==> src/include/params.svh <==
`ifndef PARAMS_SVH
`define PARAMS_SVH

// Physical byte address width.
// The cache tag and index split depends on it.
`define ALEN 43

`endif

==> src/hdl/addr_pkg.sv <==
`include "params.svh"

package addr_pkg;

	// Loads are whole 64-bit words.
	localparam int align_bits = 3;
	localparam int index_width = 8;
	localparam int aligned_width = `ALEN - align_bits;
	localparam int tag_width = aligned_width - index_width;

	// Byte address as seen at the request port.
	typedef logic [`ALEN-1:0] byte_addr_t;

	// Word address with the byte offset stripped.
	typedef logic [aligned_width-1:0] aligned_addr_t;

	// Low part of the word address, selects the cache entry.
	typedef logic [index_width-1:0] index_t;

	// High part, stored beside the data.
	typedef logic [tag_width-1:0] tag_t;

endpackage

==> src/hdl/cache_pkg.sv <==
package cache_pkg;

	// ------------------------------------------------------------------
	// Geometry
	// ------------------------------------------------------------------
	// One 4 kbit BRAM is 256 x 16, six of them side by side per entry.
	localparam int data_width = 64;
	localparam int bram_blocks = 6;
	localparam int bram_addr_width = 8;
	localparam int bram_block_data_width = 16;
	localparam int entry_size = bram_blocks * bram_block_data_width;
	localparam int tag_size = entry_size - data_width;

	// ------------------------------------------------------------------
	// Types
	// ------------------------------------------------------------------
	typedef logic [data_width-1:0] data_t;

	// Hit reports the first lookup of the load, not the replay.
	typedef struct packed {
		data_t data;
		logic hit;
	} load_resp_t;

endpackage

==> src/hdl/refill_unit.sv <==
`timescale 1ns/1ns

module refill_unit (
	input logic clk,
	input logic rst,
	input logic miss_start,
	input addr_pkg::aligned_addr_t miss_addr,
	output logic mem_req,
	output addr_pkg::aligned_addr_t mem_addr,
	input logic mem_ack,
	input cache_pkg::data_t mem_rdata,
	output logic write_enable,
	output addr_pkg::aligned_addr_t waddr,
	output cache_pkg::data_t wdata,
	output logic refill_done
);

	typedef enum logic [1:0] {
		st_idle,
		st_request,
		st_wait,
		st_write
	} state_t;

	state_t state;

	// Line being refilled.
	addr_pkg::aligned_addr_t line_addr;
	cache_pkg::data_t line_data;

	assign mem_req = (state == st_request);
	assign mem_addr = line_addr;

	assign write_enable = (state == st_write);
	assign waddr = line_addr;
	assign wdata = line_data;

	// ------------------------------------------------------------------
	// Control
	// ------------------------------------------------------------------
	always_ff @(posedge clk) begin
		if (rst) begin
			state <= st_idle;
			refill_done <= 1'b0;
		end else begin
			refill_done <= 1'b0;
			case (state)
				st_idle: begin
					if (miss_start) begin
						state <= st_request;
					end
				end
				st_request: begin
					state <= st_wait;
				end
				st_wait: begin
					if (mem_ack) begin
						state <= st_write;
					end
				end
				st_write: begin
					// Entry is in the cache from this edge on.
					refill_done <= 1'b1;
					state <= st_idle;
				end
				default: begin
					state <= st_idle;
				end
			endcase
		end
	end

	// ------------------------------------------------------------------
	// Address and data capture
	// ------------------------------------------------------------------
	always_ff @(posedge clk) begin
		if (state == st_idle && miss_start) begin
			line_addr <= miss_addr;
		end
		if (state == st_wait && mem_ack) begin
			line_data <= mem_rdata;
		end
	end

endmodule

==> config.mk <==
export PLATFORM = sky130hd
export DESIGN_NAME = refill_unit
export DESIGN_NICKNAME = d
export VERILOG_FILES = /design/src/hdl/addr_pkg.sv /design/src/hdl/cache_pkg.sv /design/src/hdl/refill_unit.sv
export VERILOG_INCLUDE_DIRS = /design/src /design/src/include
export SDC_FILE = /design/constraint.sdc
export NUM_CORES = 1
export LEC_CHECK = 0
export ABC_AREA = 1
export ABC_CLOCK_PERIOD_IN_PS = 2320
export BUFFER_PORTS_ARGS = -buffer_cell sky130_fd_sc_hd__buf_2
export CELL_PAD_IN_SITES_DETAIL_PLACEMENT = 0
export CELL_PAD_IN_SITES_GLOBAL_PLACEMENT = 1
export CORE_MARGIN = 10
export CORE_UTILIZATION = 29
export CTS_BUF_LIST = sky130_fd_sc_hd__clkbuf_8
export DETAILED_ROUTE_END_ITERATION = 6
export GPL_ROUTABILITY_DRIVEN = 0
export PLACE_DENSITY = 0.73
export SLEW_MARGIN = 30
export SYNTH_ARGS = -nofsm -noshare
export SYNTH_HDL_FRONTEND = slang
export SYNTH_SLANG_ARGS = --single-unit
==> constraint.sdc <==
create_clock -name clk -period 2.32 [get_ports clk]
set_input_delay 0.348 -clock clk [delete_from_list [all_inputs] [get_ports clk]]
set_output_delay 0.348 -clock clk [all_outputs]
set_load 0.1 [all_outputs]
======== Word-level counts from Yosys, hierarchy flattened ========
Cells that the tools add are included.
cells by class
  equal/unequal tests ..................... 5
  muxes and demuxes ....................... 4
  reductions and logical operators ........ 4
operators with widths
  cell                count
  $pmux 2 s4          1
  $eq 2x2->1 const B  2
  $mux 2              2
  $ne 2x2->1 const B  2
  $eq 2x1->1 const B  1
  $logic_and 1x1->1   2
  $logic_not 2->1     1
  $reduce_and 2->1    1
  $mux 1              1
storage, ports and cells
  register bits after elaboration ......... 107
  input port bits ......................... 108
  output and inout port bits .............. 147
  word-level logic and storage cells ...... 17

======== Logic depth before layout (Yosys ltp) ========
  depth in word-level cells ............... 3
  depth in mapped cells ................... 6
  gate-level depth less buffers ........... 6

======== Worst setup path before layout ========
Ideal clock, no wire load.
  path kind ............................... register to register
  start ................................... register state[0]
  end ..................................... register line_data[0], in the netlist wdata[0] (enable)
  setup time .............................. 418 ps
  arrival ................................. 1907 ps
  required time ........................... 1902 ps
  setup slack ............................. -6 ps
  stages on the path, launching flop included .. 5
  path buffers ............................ 0
  clock period less this slack ............ 2326 ps
  cell sequence ........................... dfxtp_1 -> inv_1 -> ha_1 -> nand2_1 -> inv_1
between the ends
  longest elaborated chain between the ends .. 2
ends and longest elaborated chain
  item                      RTL line           text
  start: declaration        refill_unit.sv:25  state_t state;
  start signal: assignment  refill_unit.sv:43  state <= st_idle;
  start signal: assignment  refill_unit.sv:50  state <= st_request;
  start signal: assignment  refill_unit.sv:54  state <= st_wait;
  $eq 2x2->1                refill_unit.sv:80  if (state == st_wait && mem_ack) begin
  $logic_and 1x1->1         refill_unit.sv:80
  end signal: assignment    refill_unit.sv:81  line_data <= mem_rdata;
  end: declaration          refill_unit.sv:29  cache_pkg::data_t line_data;
Every way passes these cells.
A chain may end at the register's enable or synchronous reset.

======== Final worst setup path ========
  start ................................... register state[1]
  end ..................................... output port mem_req
between the ends
  longest elaborated chain between the ends .. 1
ends and longest elaborated chain
  item              RTL line           text
  $eq 2x1->1        refill_unit.sv:31  assign mem_req = (state == st_request);
  end: declaration  refill_unit.sv:8   output logic mem_req,
Every way passes these cells.

==> metrics.txt <==
# TYPE chip_impl_metric gauge
chip_impl_metric{name="final_cell_area",unit="mm^2"} 0.005050
chip_impl_info{name="ctsRootBufferMaster",value="sky130_fd_sc_hd__clkbuf_8"} 1
chip_impl_info{name="worst_setup_path_class",value="reg2out"} 1
chip_impl_info{name="critPathTopFamily",value="buffers and inverters"} 1
chip_impl_metric{name="finalWorstPathRequiredPeriod",unit="ns"} 1.743
chip_impl_metric{name="synthesis.area_per_instance",unit="um^2"} 20.77
chip_impl_metric{name="detail_route.vias_per_cell",unit=""} 3.981
chip_impl_metric{name="layout.nets",unit=""} 517
chip_impl_info{name="mostFrequentLayoutCell",value="sky130_fd_sc_hd__buf_2"} 1
chip_impl_metric{name="dr_wl_met3",unit="mm"} 1.761
chip_impl_metric{name="post_drt_wl_per_cell",unit="um"} 18.36
chip_impl_metric{name="wl_met1",unit="mm"} 3.916
chip_impl_metric{name="timing_hold_violations_final",unit=""} 0
chip_impl_metric{name="met2_wire_length",unit="mm"} 4.694
chip_impl_metric{name="overflow",unit=""} 0
chip_impl_metric{name="clock_path_buffers",unit=""} 2
chip_impl_metric{name="htreeDepth",unit=""} 3
chip_impl_metric{name="cts_hold_repair.buffers",unit=""} 0
chip_impl_info{name="hold_path.class",value="in2reg"} 1
chip_impl_metric{name="dpl.hpwl",unit="mm"} 8.797
chip_impl_metric{name="drt_iter0_markers",unit=""} 105
chip_impl_metric{name="synth_largest_type_area_fraction",unit="%"} 85.45
chip_impl_metric{name="post_synth_instance_area",unit="mm^2"} 0.003655
chip_impl_metric{name="setup_slack",unit="ns"} 0.5766
chip_impl_metric{name="floorplan.die.height",unit="um"} 132.3
chip_impl_metric{name="numCtsBuffers",unit=""} 9
chip_impl_info{name="yosysTopAreaCell",value="sky130_fd_sc_hd__edfxtp_1"} 1
chip_impl_metric{name="cts-resized-gates",unit=""} 0
chip_impl_metric{name="buffer_ports.inserted",unit=""} 254
chip_impl_metric{name="first_pass_grt_wire_length",unit="mm"} 15.74
chip_impl_info{name="top_layer",value="met4"} 1
chip_impl_metric{name="synth_cells",unit=""} 176
chip_impl_metric{name="max_clock_freq",unit="MHz"} 573.6
chip_impl_metric{name="cts_sinks",unit=""} 107
chip_impl_metric{name="critPathMaxFanout",unit=""} 5
chip_impl_metric{name="ios",unit=""} 255
chip_impl_metric{name="postSynthNetCount",unit=""} 290
chip_impl_info{name="cts_tree",value="done"} 1
chip_impl_metric{name="dp_worst_setup_slack",unit="ns"} 0.7262
chip_impl_info{name="critPathSlowestCell",value="sky130_fd_sc_hd__buf_2"} 1
chip_impl_metric{name="clk_pin_slew",unit="ns"} 0.09
chip_impl_info{name="cp-start-kind",value="flop"} 1
chip_impl_metric{name="ffs_latches_synth",unit=""} 107
chip_impl_metric{name="antenna_found_initial",unit=""} 2
chip_impl_metric{name="fin_tns_setup",unit="ns"} 0
chip_impl_metric{name="number_of_antenna_violating_nets_in_the_routed_design",unit=""} 0
chip_impl_info{name="netlist_top_cells_area",value="sky130_fd_sc_hd__edfxtp_1 85%, sky130_fd_sc_hd__buf_4 8.2%, sky130_fd_sc_hd__ha_1 2.1%"} 1
chip_impl_metric{name="cp.buffers_inverters",unit=""} 2
chip_impl_metric{name="drc_errors_left",unit=""} 0
chip_impl_metric{name="clock_insertion_delay_worst_skew",unit="ns"} 0.37
chip_impl_metric{name="max_cap_viol_count",unit=""} 0
chip_impl_metric{name="report.final.slew_viol_count",unit=""} 0
chip_impl_metric{name="std_cell_rows",unit=""} 40
chip_impl_metric{name="crit_arrival",unit="ns"} 1.40
chip_impl_info{name="most-common-layout-cells",value="254 x sky130_fd_sc_hd__buf_2, 104 x sky130_fd_sc_hd__edfxtp_1, 10 x sky130_fd_sc_hd__inv_1"} 1
chip_impl_metric{name="min_period_over_period",unit="%"} 75.15
chip_impl_info{name="endpoint_kind",value="output pin"} 1
chip_impl_metric{name="drt_pass1_iterations",unit=""} 4
chip_impl_metric{name="setup_viol",unit=""} 0
chip_impl_metric{name="finalClockSkew",unit="ns"} 0.008863
chip_impl_metric{name="worstMarginPinSlew",unit="ns"} 0.5184
chip_impl_metric{name="worst_slew_margin_rel",unit="%"} 65.68
chip_impl_metric{name="utilization",unit="%"} 41.52
chip_impl_metric{name="dpl_cell_area",unit="mm^2"} 0.004867
chip_impl_metric{name="yosys_warnings",unit=""} 0
chip_impl_metric{name="area_delta_synth_final",unit="%"} 38.17
chip_impl_metric{name="irDropWorstVdd",unit="mV"} 0.6718
chip_impl_metric{name="route.vias.total",unit=""} 2289
chip_impl_metric{name="initial_cell_density_of_the_core",unit="%"} 30.05
chip_impl_metric{name="fp.dieArea",unit="mm^2"} 0.01749
chip_impl_metric{name="drive_gt1_share",unit="%"} 66.58
chip_impl_metric{name="postCtsSetupBuffers",unit=""} 0
chip_impl_metric{name="power_density",unit="mW/mm^2"} 1547
chip_impl_info{name="rsz0062_at_grt",value="false"} 1
chip_impl_metric{name="grt_max_degree",unit=""} 65
chip_impl_metric{name="die_width",unit="um"} 132.3
chip_impl_metric{name="globalRouteTotalUtil",unit="%"} 11.74
chip_impl_metric{name="power",unit="uW"} 7814
chip_impl_metric{name="sequential_share_of_the_synthesized_area",unit="%"} 87.09
chip_impl_metric{name="critical_path.max_stage_delay",unit="ns"} 0.42
chip_impl_metric{name="leakage",unit="uW"} 0.002212
chip_impl_metric{name="n_antenna_cell",unit=""} 0
chip_impl_metric{name="timing.critical_path.required",unit="ns"} 1.97
chip_impl_metric{name="reg2reg_slack",unit="ns"} 0.74
chip_impl_metric{name="wl",unit="mm"} 10.56
chip_impl_info{name="path_cells",value="inv_1 > ha_1 > buf_2"} 1
chip_impl_metric{name="fillerInstances",unit=""} 1156
chip_impl_metric{name="yosysUniqueCellTypes",unit=""} 10
chip_impl_info{name="status",value="complete, no violations"} 1
chip_impl_metric{name="fp.coreArea",unit="mm^2"} 0.01216
chip_impl_metric{name="first_global_vias",unit=""} 2596
-- Yosys cell counts --
| master | instances |
|---|---|
| sky130_fd_sc_hd__edfxtp_1 | 104 |
| sky130_fd_sc_hd__buf_4 | 40 |
| sky130_fd_sc_hd__inv_1 | 9 |
| sky130_fd_sc_hd__ha_1 | 6 |
| sky130_fd_sc_hd__nand2_1 | 4 |
| sky130_fd_sc_hd__nor2_1 | 4 |
| sky130_fd_sc_hd__dfxtp_1 | 3 |
| sky130_fd_sc_hd__a21oi_1 | 2 |
| sky130_fd_sc_hd__nand2_2 | 2 |
| sky130_fd_sc_hd__nand3_1 | 2 |
-- final timing paths --
kind | from | depth (start not counted) | endpoint
min reg2reg | state[0] | 2 | state[0]
min | mem_rdata[44] | 1 | wdata[44]
max reg2reg | state[0] | 5 | mem_addr[13]
max | state[1] | 3 | mem_req
-- flip-flops by register name, indices dropped and copies added (netlist names) --
name / cells
refill_done: 1
mem_addr: 40
state: 2
wdata: 64
-- layout make-up --
class / count / area [um^2] / area share [%]
clock inverters: 6 / 58.81 / 1.165
well taps: 168 / 210.2 / 4.163
clock buffers: 9 / 123.9 / 2.453
flip-flops and latches: 107 / 3183 / 63.03
inverters: 9 / 37.54 / 0.7433
multi-input cells: 20 / 137.6 / 2.725
repair buffers: 256 / 1299 / 25.72
-- routing by layer --
layer  track usage [%]  vias to the layer above
met5                 0                        -
met4             5.501                        0
met3             8.460                       11
met2             17.81                      198
met1             11.97                     1036
li1                  -                     1044
-- stage by stage --
stage / instances / hold slack, ns
finish: 575 / 0.1480
global route: 575 / 0.1131
CTS: 575 / 0.1138
detailed placement: 560 / 0.5262
global placement: 560 / 0.5244
floorplan: 176 / 0.4204
-- report_power, final --
part,switching (uW),total (uW),internal (uW),leakage (uW)
registers,119,2650,2530,0.000985
clock network,596,1080,488,0.0000997
logic,3670,4080,418,0.00113
-- kinds of logic after synthesis --
logic type | synth area share [%]
DFF | 87.09
buffers and inverters | 9.141
and+or+nand+nor | 1.438
adders and majority gates | 2.054
AOI/OAI and AO/OA | 0.2739
Note: power is estimated with default switching activity, not from simulation.
