--- src/include/params.svh ---
`ifndef PARAMS_SVH
`define PARAMS_SVH

// Physical byte address width.
// The cache tag and index split depends on it.
`define ALEN 43

`endif

--- src/hdl/addr_pkg.sv ---
`include "params.svh"

package addr_pkg;

	// Loads are whole 64-bit words.
	localparam int align_bits = 3;
	localparam int index_width = 8;
	localparam int aligned_width = `ALEN - align_bits;
	localparam int tag_width = aligned_width - index_width;

	// Byte address as seen at the request port.
	typedef logic [`ALEN-1:0] byte_addr_t;

	// Word address with the byte offset stripped.
	typedef logic [aligned_width-1:0] aligned_addr_t;

	// Low part of the word address, selects the cache entry.
	typedef logic [index_width-1:0] index_t;

	// High part, stored beside the data.
	typedef logic [tag_width-1:0] tag_t;

endpackage

--- src/hdl/load_issue.sv ---
`timescale 1ns/1ns

module load_issue (
	input logic clk,
	input logic rst,
	input logic req_valid,
	input addr_pkg::byte_addr_t req_addr,
	output logic req_ready,
	output addr_pkg::aligned_addr_t raddr,
	output logic lookup_active,
	output addr_pkg::aligned_addr_t lookup_addr,
	input logic miss,
	input logic refill_done
);

	typedef enum logic [2:0] {
		st_init,
		st_run,
		st_wait_refill,
		st_replay_miss,
		st_replay_held
	} state_t;

	state_t state;
	logic accept;

	// Load whose BRAM read happens on the next edge.
	logic issue_valid;
	addr_pkg::aligned_addr_t issue_addr;

	// Load whose lookup result is at the cache output.
	addr_pkg::aligned_addr_t look_addr;

	// Load that was behind the miss.
	logic held_valid;
	addr_pkg::aligned_addr_t held_addr;

	// Intake stops in the same cycle a miss shows up.
	assign req_ready = (state == st_run) && !miss;
	assign accept = req_valid && req_ready;

	assign raddr = issue_addr;
	assign lookup_active = issue_valid && !miss;
	assign lookup_addr = look_addr;

	// ------------------------------------------------------------------
	// Control
	// ------------------------------------------------------------------
	always_ff @(posedge clk) begin
		if (rst) begin
			state <= st_init;
			issue_valid <= 1'b0;
			held_valid <= 1'b0;
		end else begin
			case (state)
				st_init: begin
					state <= st_run;
				end
				st_run: begin
					issue_valid <= accept;
					if (miss) begin
						held_valid <= issue_valid;
						state <= st_wait_refill;
					end
				end
				st_wait_refill: begin
					if (refill_done) begin
						state <= st_replay_miss;
					end
				end
				st_replay_miss: begin
					issue_valid <= 1'b1;
					state <= held_valid ? st_replay_held : st_run;
				end
				st_replay_held: begin
					issue_valid <= 1'b1;
					held_valid <= 1'b0;
					state <= st_run;
				end
				default: begin
					state <= st_init;
				end
			endcase
		end
	end

	// ------------------------------------------------------------------
	// Addresses
	// ------------------------------------------------------------------
	always_ff @(posedge clk) begin
		if (accept) begin
			issue_addr <= req_addr[$bits(addr_pkg::byte_addr_t)-1:addr_pkg::align_bits];
		end else if (state == st_replay_miss) begin
			issue_addr <= look_addr;
		end else if (state == st_replay_held) begin
			issue_addr <= held_addr;
		end
		// Kept through the refill, since no lookup runs then.
		if (lookup_active) begin
			look_addr <= issue_addr;
		end
		if (state == st_run && miss) begin
			held_addr <= issue_addr;
		end
	end

endmodule

--- config.mk ---
export PLATFORM = sky130hd
export DESIGN_NAME = load_issue
export DESIGN_NICKNAME = d
export VERILOG_FILES = /design/src/hdl/addr_pkg.sv /design/src/hdl/load_issue.sv
export VERILOG_INCLUDE_DIRS = /design/src /design/src/include
export SDC_FILE = /design/constraint.sdc
export NUM_CORES = 1
export LEC_CHECK = 0
export BUFFER_PORTS_ARGS = -buffer_cell sky130_fd_sc_hd__buf_2
export CORE_ASPECT_RATIO = 0.8
export CORE_MARGIN = 1
export CORE_UTILIZATION = 35
export CTS_BUF_LIST = sky130_fd_sc_hd__clkbuf_8
export DETAILED_ROUTE_END_ITERATION = 10
export SETUP_SLACK_MARGIN = 0.4
export SKIP_CTS_REPAIR_TIMING = 1
export SLEW_MARGIN = 10
export SYNTH_ARGS = -nofsm -noshare
export SYNTH_HDL_FRONTEND = slang
export SYNTH_SLANG_ARGS = --single-unit
--- constraint.sdc ---
create_clock -name clk -period 3.5 [get_ports clk]
set_clock_uncertainty 0.05 [all_clocks]
set_input_delay 0.175 -clock clk [delete_from_list [all_inputs] [get_ports clk]]
set_output_delay 0.175 -clock clk [all_outputs]
set_load 0.1 [all_outputs]
# Word level (Yosys, flattened, before mapping)
# Cells that the tools add are included.
dict set report op_classes {
  addsub 0
  n_mul 0
  n_div 0
  magnitude_cmp 0
  n_eq_ne 6
  n_shift 0
  n_mux 10
  bitwise_logic 0
  n_reduce_logical 13
}
# op count
set ops {}
lappend ops {{2-to-1 mux 40 bit} 3}
lappend ops {{case mux 3 bit (4 select lines)} 1}
lappend ops {{2-to-1 mux 3 bit} 3}
lappend ops {{== test 3 x 2 -> 1 bit (second input constant)} 2}
lappend ops {{logical AND 1 bit} 4}
lappend ops {{!= test 2 bit (second input constant)} 2}
lappend ops {{case mux 1 bit (2 select lines)} 2}
lappend ops {{AND reduction 2 bit} 2}
lappend ops {{nonzero test 2 bit} 2}
lappend ops {{OR reduction 2 bit} 2}
lappend ops {{== test 3 x 1 -> 1 bit (second input constant)} 1}
lappend ops {{== test 3 bit (second input constant)} 1}
lappend ops {{logical NOT 3 bit} 1}
lappend ops {{nonzero test 3 bit} 1}
lappend ops {{logical NOT 1 bit} 1}
lappend ops {{2-to-1 mux 1 bit} 1}
dict set report word_totals {
  register_bits 125
  latch_bits 0
  ramBits 0
  rom_bits 0
  input_bits 48
  output_inout_bits 82
  elab_cells 35
  mem_count 0
}

# Longest topological paths before layout
# Gate-level depths: netlist (run 1).
dict set report logic_depth {
  ltp_word 4
  depth_mapped 5
  ltp_nobuf 3
}

# Least setup slack after synthesis (run 1)
# OpenSTA, ideal clock, no wires.
dict set report synth_path {
  kind {register to register}
  startpoint {reg issue_valid}
  endpoint {reg look_addr[0] (netlist: lookup_addr[0]), enable pin}
  setup_time_ns 0.506
  t_arrival_ns 3.421
  required_ns 2.944
  slack_ns -0.478
  path_stages_with_launch 2
  path_buffers 0
  synth_period_minus_slack_ns 3.978
  cell_sequence {dfxtp_1 -> nor2b_1}
}
dict set report synth_via {
  elab_chain_cells 1
}
# item line_no
set synth_rtl {}
lappend synth_rtl {{from (decl)} load_issue.sv:28} ;# logic issue_valid;
lappend synth_rtl {{from (signal assigned)} load_issue.sv:60} ;# issue_valid <= accept;
lappend synth_rtl {{logical AND 1 bit} load_issue.sv:43} ;# assign lookup_active = issue_valid && !miss;
lappend synth_rtl {{via lookup_active} load_issue.sv:10} ;# output logic lookup_active,
lappend synth_rtl {{to (signal assigned)} load_issue.sv:100} ;# look_addr <= issue_addr;
lappend synth_rtl {{to (decl)} load_issue.sv:32} ;# addr_pkg::aligned_addr_t look_addr;
# The timed path passes the listed nets, and every way through them passes these cells.
# A chain may end at the register's enable or synchronous reset.

# Final worst setup path (run 1)
dict set report layout_path {
  startpoint {reg state[1]}
  endpoint {reg issue_addr[22] (netlist: raddr[22]) (data pin)}
}
dict set report layout_via {
  elab_chain_cells 4
  elab_cells_between_ends 6
  cone_classes {2 x eq/ne; 2 x mux; 2 x reduce/logical}
}
# item line_no
set layout_rtl {}
lappend layout_rtl {{from (decl)} load_issue.sv:24} ;# state_t state;
lappend layout_rtl {{from (signal assigned)} load_issue.sv:51} ;# state <= st_init;
lappend layout_rtl {{from (signal assigned)} load_issue.sv:57} ;# state <= st_run;
lappend layout_rtl {{from (signal assigned)} load_issue.sv:63} ;# state <= st_wait_refill;
lappend layout_rtl {{== test 3 x 1 -> 1 bit} load_issue.sv:39} ;# assign req_ready = (state == st_run) && !miss;
lappend layout_rtl {{logical AND 1 bit} load_issue.sv:39}
lappend layout_rtl {{logical AND 1 bit} load_issue.sv:40} ;# assign accept = req_valid && req_ready;
lappend layout_rtl {{2-to-1 mux 40 bit (*)} load_issue.sv:91} ;# if (accept) begin
lappend layout_rtl {{to (signal assigned)} load_issue.sv:92} ;# issue_addr <= req_addr[$bits(addr_pkg::byte_addr_t)-1:addr_pkg::align_bits];
lappend layout_rtl {{to (signal assigned)} load_issue.sv:94} ;# issue_addr <= look_addr;
lappend layout_rtl {{to (signal assigned)} load_issue.sv:96} ;# issue_addr <= held_addr;
lappend layout_rtl {{to (decl)} load_issue.sv:29} ;# addr_pkg::aligned_addr_t issue_addr;
# Mark *: on every way between the ends. The rest lies on a longest branch, timed or not.

==> results of run 1 <==
-- per-stage QoR --
stage / hold WS, ns / util (%)
2_1_floorplan: 0.194 / -
3_3_place_gp: 0.363 / 42.3
3_5_place_dp: 0.371 / 42.3
4_1_cts: -0.108 / 44.8
5_1_grt: 0.0539 / 47.7
6_report: 0.0605 / 47.7
-- cell type report --
cell class              count  area share (%)
repair buffers            173            16.4
multi-input cells         102            18.8
clock inverters            13            1.71
inverters                   1          0.0568
clock buffers              17            3.54
well taps                 180            3.41
flip-flops and latches    125            56.1
-- cell usage in the layout, fill, tap and decap left out, drive strengths merged, types with 2 or more instances in the layout --
cell type,netlist,routed
mux2,80,80
dlygate4sd3,0,41
dfxtp,5,5
nor2,2,2
inv,1,5
nand2,2,2
clkinv,0,7
bufinv,0,2
buf,11,132
clkbuf,0,17
edfxtp,120,120
and3b,2,2
a21oi,2,2
-- worst min-delay path: cells and delay by family --
kind            cells  cell delay, ns
buf+inv             1            0.10
simple gates        1            0.06
compound gates      2            0.15
-- registers in the layout, indices dropped and copies added, names as in the netlist --
signal       cells
held_addr       40
held_valid       1
issue_valid      1
lookup_addr     40
raddr           40
state            3
-- logic make-up (layout without fill, tap and decap cells) --
| group | count (synthesis) | count (layout) | share of synthesized area, % |
|---|---|---|---|
| simple gates | 14 | 14 | 2.50 |
| mux | 81 | 81 | 20.9 |
| buf+inv | 12 | 204 | 2.40 |
| flops | 125 | 125 | 73.3 |
| compound gates | 7 | 7 | 0.917 |
-- report_power, final --
group          leakage, uW  internal [uW]  switching, uW
clock network     0.000197            605            531
logic              0.00134            156            344
registers          0.00114           1720           29.8
total              0.00267           2480            905
-- worst paths after layout --
check | endpoint | cells past startpoint
max | raddr[22] | 3
min | state[0] | 4
max reg2reg | raddr[22] | 3
min reg2reg | held_addr[16] | 0
-- per-layer routing --
metal	GRT usage, %	vias up	wire length (um)
met5	0	-	0
met4	4.05	0	63
met3	8.58	7	895
met2	21.4	97	4750
met1	16.9	1344	4380
li1	-	1303	-
==> impl_metrics.py, run 1 <==
metrics = {
    "worst_hold_path": {
        "hp-start": "refill_done",
        "hp-class": "input pin to register",
    },
    "power": {
        "vdd_ir_drop_max_v": 0.000267,
        "p_leak_uw": 0.00267,
        "power_density_nw_per_um2": 512,
        "power_uw": 3380,
    },
    "worst_setup_path": {
        "rrSetupSlack_ns": 1.22,
        "slowest_stage": "nand3b_4",
        "cp-end-kind": "register",
        "crit_buf_inv": 0,
        "timing.rr.start": "state[1]",
        "cp.arrival_ns": 2.41,
        "critPathRequiredTime_ns": 3.63,
        "cp-startpoint": "state[1]",
        "start_kind": "register",
        "worstPathCellList": "nand3b_4, mux2_1, mux2_4",
        "critPathMaxFanout": 43,
        "cp_top_family": "multiplexers",
        "critPathKind": "register to register",
        "max_stage_delay_ns": 0.61,
    },
    "outcome": {
        "status": "finished, final reports clean",
    },
    "floorplan": {
        "num_io_pins": 130,
        "die-height_um": 109,
        "fp.dieW_um": 136,
        "rows": 38,
        "dieArea_sq_um": 14900,
        "coreArea_sq_um": 13800,
        "start_util_pct": 36.5,
    },
    "finish": {
        "fin_area_sq_um": 6600,
        "fin_cells": 611,
        "area_growth_pct": 30.7,
        "fin_nets": 468,
        "multi_input_area_sq_um": 1240,
        "num_antenna_cells": 0,
        "register_area_sq_um": 3700,
        "fillers": 1213,
        "layout-drive-gt1-share_pct": 53.6,
    },
    "routing": {
        "routed_wl_um": 10100,
        "drc": 0,
        "viasPerCell": 4.50,
        "dr_total_vias": 2751,
        "ant_nets": 0,
        "wl_per_cell_um": 16.5,
        "drt_iter0_drc": 144,
        "first_pass_iters": 4,
    },
    "yosys": {
        "synth_top_area_share_pct": 71.3,
        "yosys-top-cells-area": "edfxtp_1 71%, mux2_4 11%, mux2_2 6.7%",
        "avgSynthCellArea_sq_um": 21.1,
        "yosysMostFrequentCell": "edfxtp_1",
        "synth_common_cells": "120 x edfxtp_1, 38 x mux2_4, 30 x mux2_2",
        "yosysTopAreaCell": "edfxtp_1",
        "synthArstFlopShare_pct": 0,
        "ys_seq_area_share_pct": 73.3,
        "ys_warn_count": 0,
        "yosysUniqueCellTypes": 27,
        "ys_ff_latch": 125,
        "synth_fp_nets": 287,
        "synthCells": 239,
        "synth_area_sq_um": 5050,
        "synth-main-ff-cell": "edfxtp_1",
        "synth_edf_count": 120,
    },
    "placed_design": {
        "dpl_worst_slack_ns": 1.18,
        "portBuffers": 126,
        "gp_congestion": 0.695,
        "dp_cells": 540,
        "post-dp-hpwl_um": 6310,
        "place_area_sq_um": 5850,
    },
    "clocking": {
        "clk_pin_slew_worst_paths_ns": 0.06,
        "cts-root-buf": "clkbuf_8",
        "cts_tree": "yes",
        "ctsHtreeMaxLevel": 4,
        "clkSinkCount": 125,
        "cts_inserted_buffers": 17,
        "clockBufferDepth": 2,
        "clock_latency_ns": 0.43,
    },
    "timing": {
        "slew_headroom_pct": 52.6,
        "tightestPinTransition_ns": 0.712,
        "max_freq_mhz": 438,
        "finalSetupTns_ns": 0,
        "period_minus_slack_ns": 2.28,
        "slew_violations": 0,
        "setup_viol": 0,
        "rsz0062_at_grt": "no",
        "fin_crit_sh_pct": 65.2,
        "setup_ws_ns": 1.22,
        "finalHoldViolations": 0,
    },
    "run": {
        "max_cap_viol_count": 0,
    },
    "global_route": {
        "grt_antenna_before_repair": 1,
        "grt_overflow": 0,
        "grtUsageTotal_pct": 14.2,
        "first_global_vias": 2774,
        "grt_pass1_wl_um": 15000,
        "grt_max_degree": 44,
    },
}
Note: power is estimated with default switching activity, not from simulation.
==> run 2: changes to the inputs <==
- ABC_AREA: not set -> 1
- clock period: 3.5 -> 2.3 ns (I/O delays scaled with it)
==> run 2 against run 1 <==
  * Worst hold slack got worse by 0.011 ns
  * Wire length grew 28%
  * Sequential power up 59%
  * Core utilization rose by 1.4 points
  * Critical path type is now register to output pin
  * Largest power group unchanged
  * Highest routed layer unchanged
==> impl_metrics.py, run 2 <==
metrics = {
    "outcome": {
        "status": "finished, final reports clean",
    },
    "routing": {
        "wl_per_cell_um": 16.1,
        "dr_total_vias": 3772,
        "first_pass_iters": 5,
        "drc": 0,
        "routed_wl_um": 12900,
        "viasPerCell": 4.70,
        "ant_nets": 0,
        "drt_iter0_drc": 298,
    },
    "worst_setup_path": {
        "critPathKind": "register to output pin",
        "cp-end-kind": "output pin",
        "start_kind": "register",
        "critPathMaxFanout": 24,
        "cp.arrival_ns": 1.63,
        "timing.rr.start": "state[0]",
        "cp-startpoint": "state[0]",
        "critPathRequiredTime_ns": 2.13,
    },
    "clocking": {
        "cts-root-buf": "clkbuf_8",
        "cts_tree": "yes",
        "clockBufferDepth": 2,
        "ctsHtreeMaxLevel": 4,
        "clock_latency_ns": 0.43,
        "cts_inserted_buffers": 17,
        "clk_pin_slew_worst_paths_ns": 0.07,
        "clkSinkCount": 125,
    },
    "floorplan": {
        "rows": 38,
        "num_io_pins": 130,
        "dieArea_sq_um": 15000,
        "fp.dieW_um": 137,
        "die-height_um": 110,
        "start_util_pct": 36.6,
        "coreArea_sq_um": 13800,
    },
    "power": {
        "vdd_ir_drop_max_v": 0.000456,
        "p_leak_uw": 0.00293,
        "power_density_nw_per_um2": 874,
    },
    "global_route": {
        "grt_overflow": 0,
        "grt_max_degree": 43,
        "first_global_vias": 3600,
        "grt_pass1_wl_um": 19000,
        "grt_antenna_before_repair": 0,
        "grtUsageTotal_pct": 17.6,
    },
    "yosys": {
        "synth_edf_count": 120,
        "synth_common_cells": "172 x nand2_1, 120 x edfxtp_1, 83 x nand3_1",
        "yosysTopAreaCell": "edfxtp_1",
        "synth_fp_nets": 481,
        "synthArstFlopShare_pct": 0,
        "synth_top_area_share_pct": 71.1,
        "yosysUniqueCellTypes": 19,
        "avgSynthCellArea_sq_um": 11.7,
        "ys_seq_area_share_pct": 73.1,
        "yosysMostFrequentCell": "nand2_1",
        "yosys-top-cells-area": "edfxtp_1 71%, nand2_1 13%, nand3_1 8.2%",
        "synth_area_sq_um": 5070,
        "ys_ff_latch": 125,
        "synthCells": 433,
        "synth-main-ff-cell": "edfxtp_1",
        "ys_warn_count": 0,
    },
    "timing": {
        "max_freq_mhz": 557,
        "tightestPinTransition_ns": 0.514,
        "finalHoldViolations": 0,
        "rsz0062_at_grt": "no",
        "period_minus_slack_ns": 1.80,
        "slew_violations": 0,
        "finalSetupTns_ns": 0,
        "slew_headroom_pct": 65.7,
        "fin_crit_sh_pct": 78.1,
        "setup_viol": 0,
    },
    "finish": {
        "layout_common_cells": "171 x nand2_1, 124 x buf_2, 120 x edfxtp_1",
        "layout-drive-gt1-share_pct": 29.2,
        "final_common_cell": "nand2_1",
        "area_growth_pct": 34.1,
        "num_antenna_cells": 0,
        "fin_nets": 659,
        "final_util_pct": 49.1,
    },
    "placed_design": {
        "post-dp-hpwl_um": 7500,
        "portBuffers": 126,
        "gp_congestion": 0.761,
    },
    "worst_hold_path": {
        "hp-start": "refill_done",
        "hp-class": "input pin to register",
    },
    "run": {
        "max_cap_viol_count": 0,
    },
}
-- run 2: path summary, 6_finish.rpt --
check	endpoint	slack, ns	depth (start not counted)
max	req_ready	0.50	6
min	state[0]	0.05	6
max reg2reg	raddr[5]	0.55	6
min reg2reg	lookup_addr[5]	0.43	0
-- run 2: logic make-up (layout without fill, tap and decap cells) --
group	after synthesis	count (layout)	synth area share, %
AO/OA/AOI/OAI	3	3	0.296
buffers and inverters	38	227	3.93
flip-flops	125	125	73.1
AND/OR/NAND/NOR	267	268	22.7
-- run 2: power by group --
group          internal (uW)  switching, uW  total (uW)
registers               2710           79.6        2790
logic                    294           1010        1310
clock network           1030            816        1850
-- run 2: area by class of cell --
type	count	area (sq um)
fillers	1265	7040
flip-flops and latches	125	3710
repair buffers	184	1250
multi-input cells	271	1190
clock buffers	17	234
well taps	180	225
clock inverters	14	138
inverters	12	50.0
-- run 2: routing by layer --
| metal | vias to the layer above | track usage (%) | part of all wire, % |
|---|---|---|---|
| met5 | - | 0 | 0 |
| met4 | 0 | 6.11 | 0.95 |
| met3 | 10 | 5.99 | 7.2 |
| met2 | 136 | 27.0 | 46 |
| met1 | 1780 | 23.2 | 46 |
| li1 | 1846 | - | - |
-- run 2: worst max-delay path: stages (launching register included) --
cell,delay [ns]
dfxtp_2,0.36
inv_2,0.10
nor2_8,0.14
nand3_2,0.14
clkinv_4,0.09
buf_12,0.16
buf_12,0.19
-- run 2: per-stage QoR --
stage	hold WS (ns)	cell area (sq um)	setup WS [ns]	std cells	power [uW]
floorplan	0.141	5080	0.0928	433	3780
finish	0.0492	6800	0.504	803	5940
global route	0.0608	6800	0.407	803	6180
CTS	-0.189	6340	0.0557	757	5930
detailed placement	0.286	5970	0.392	726	4070
global placement	0.283	5970	0.405	726	4060
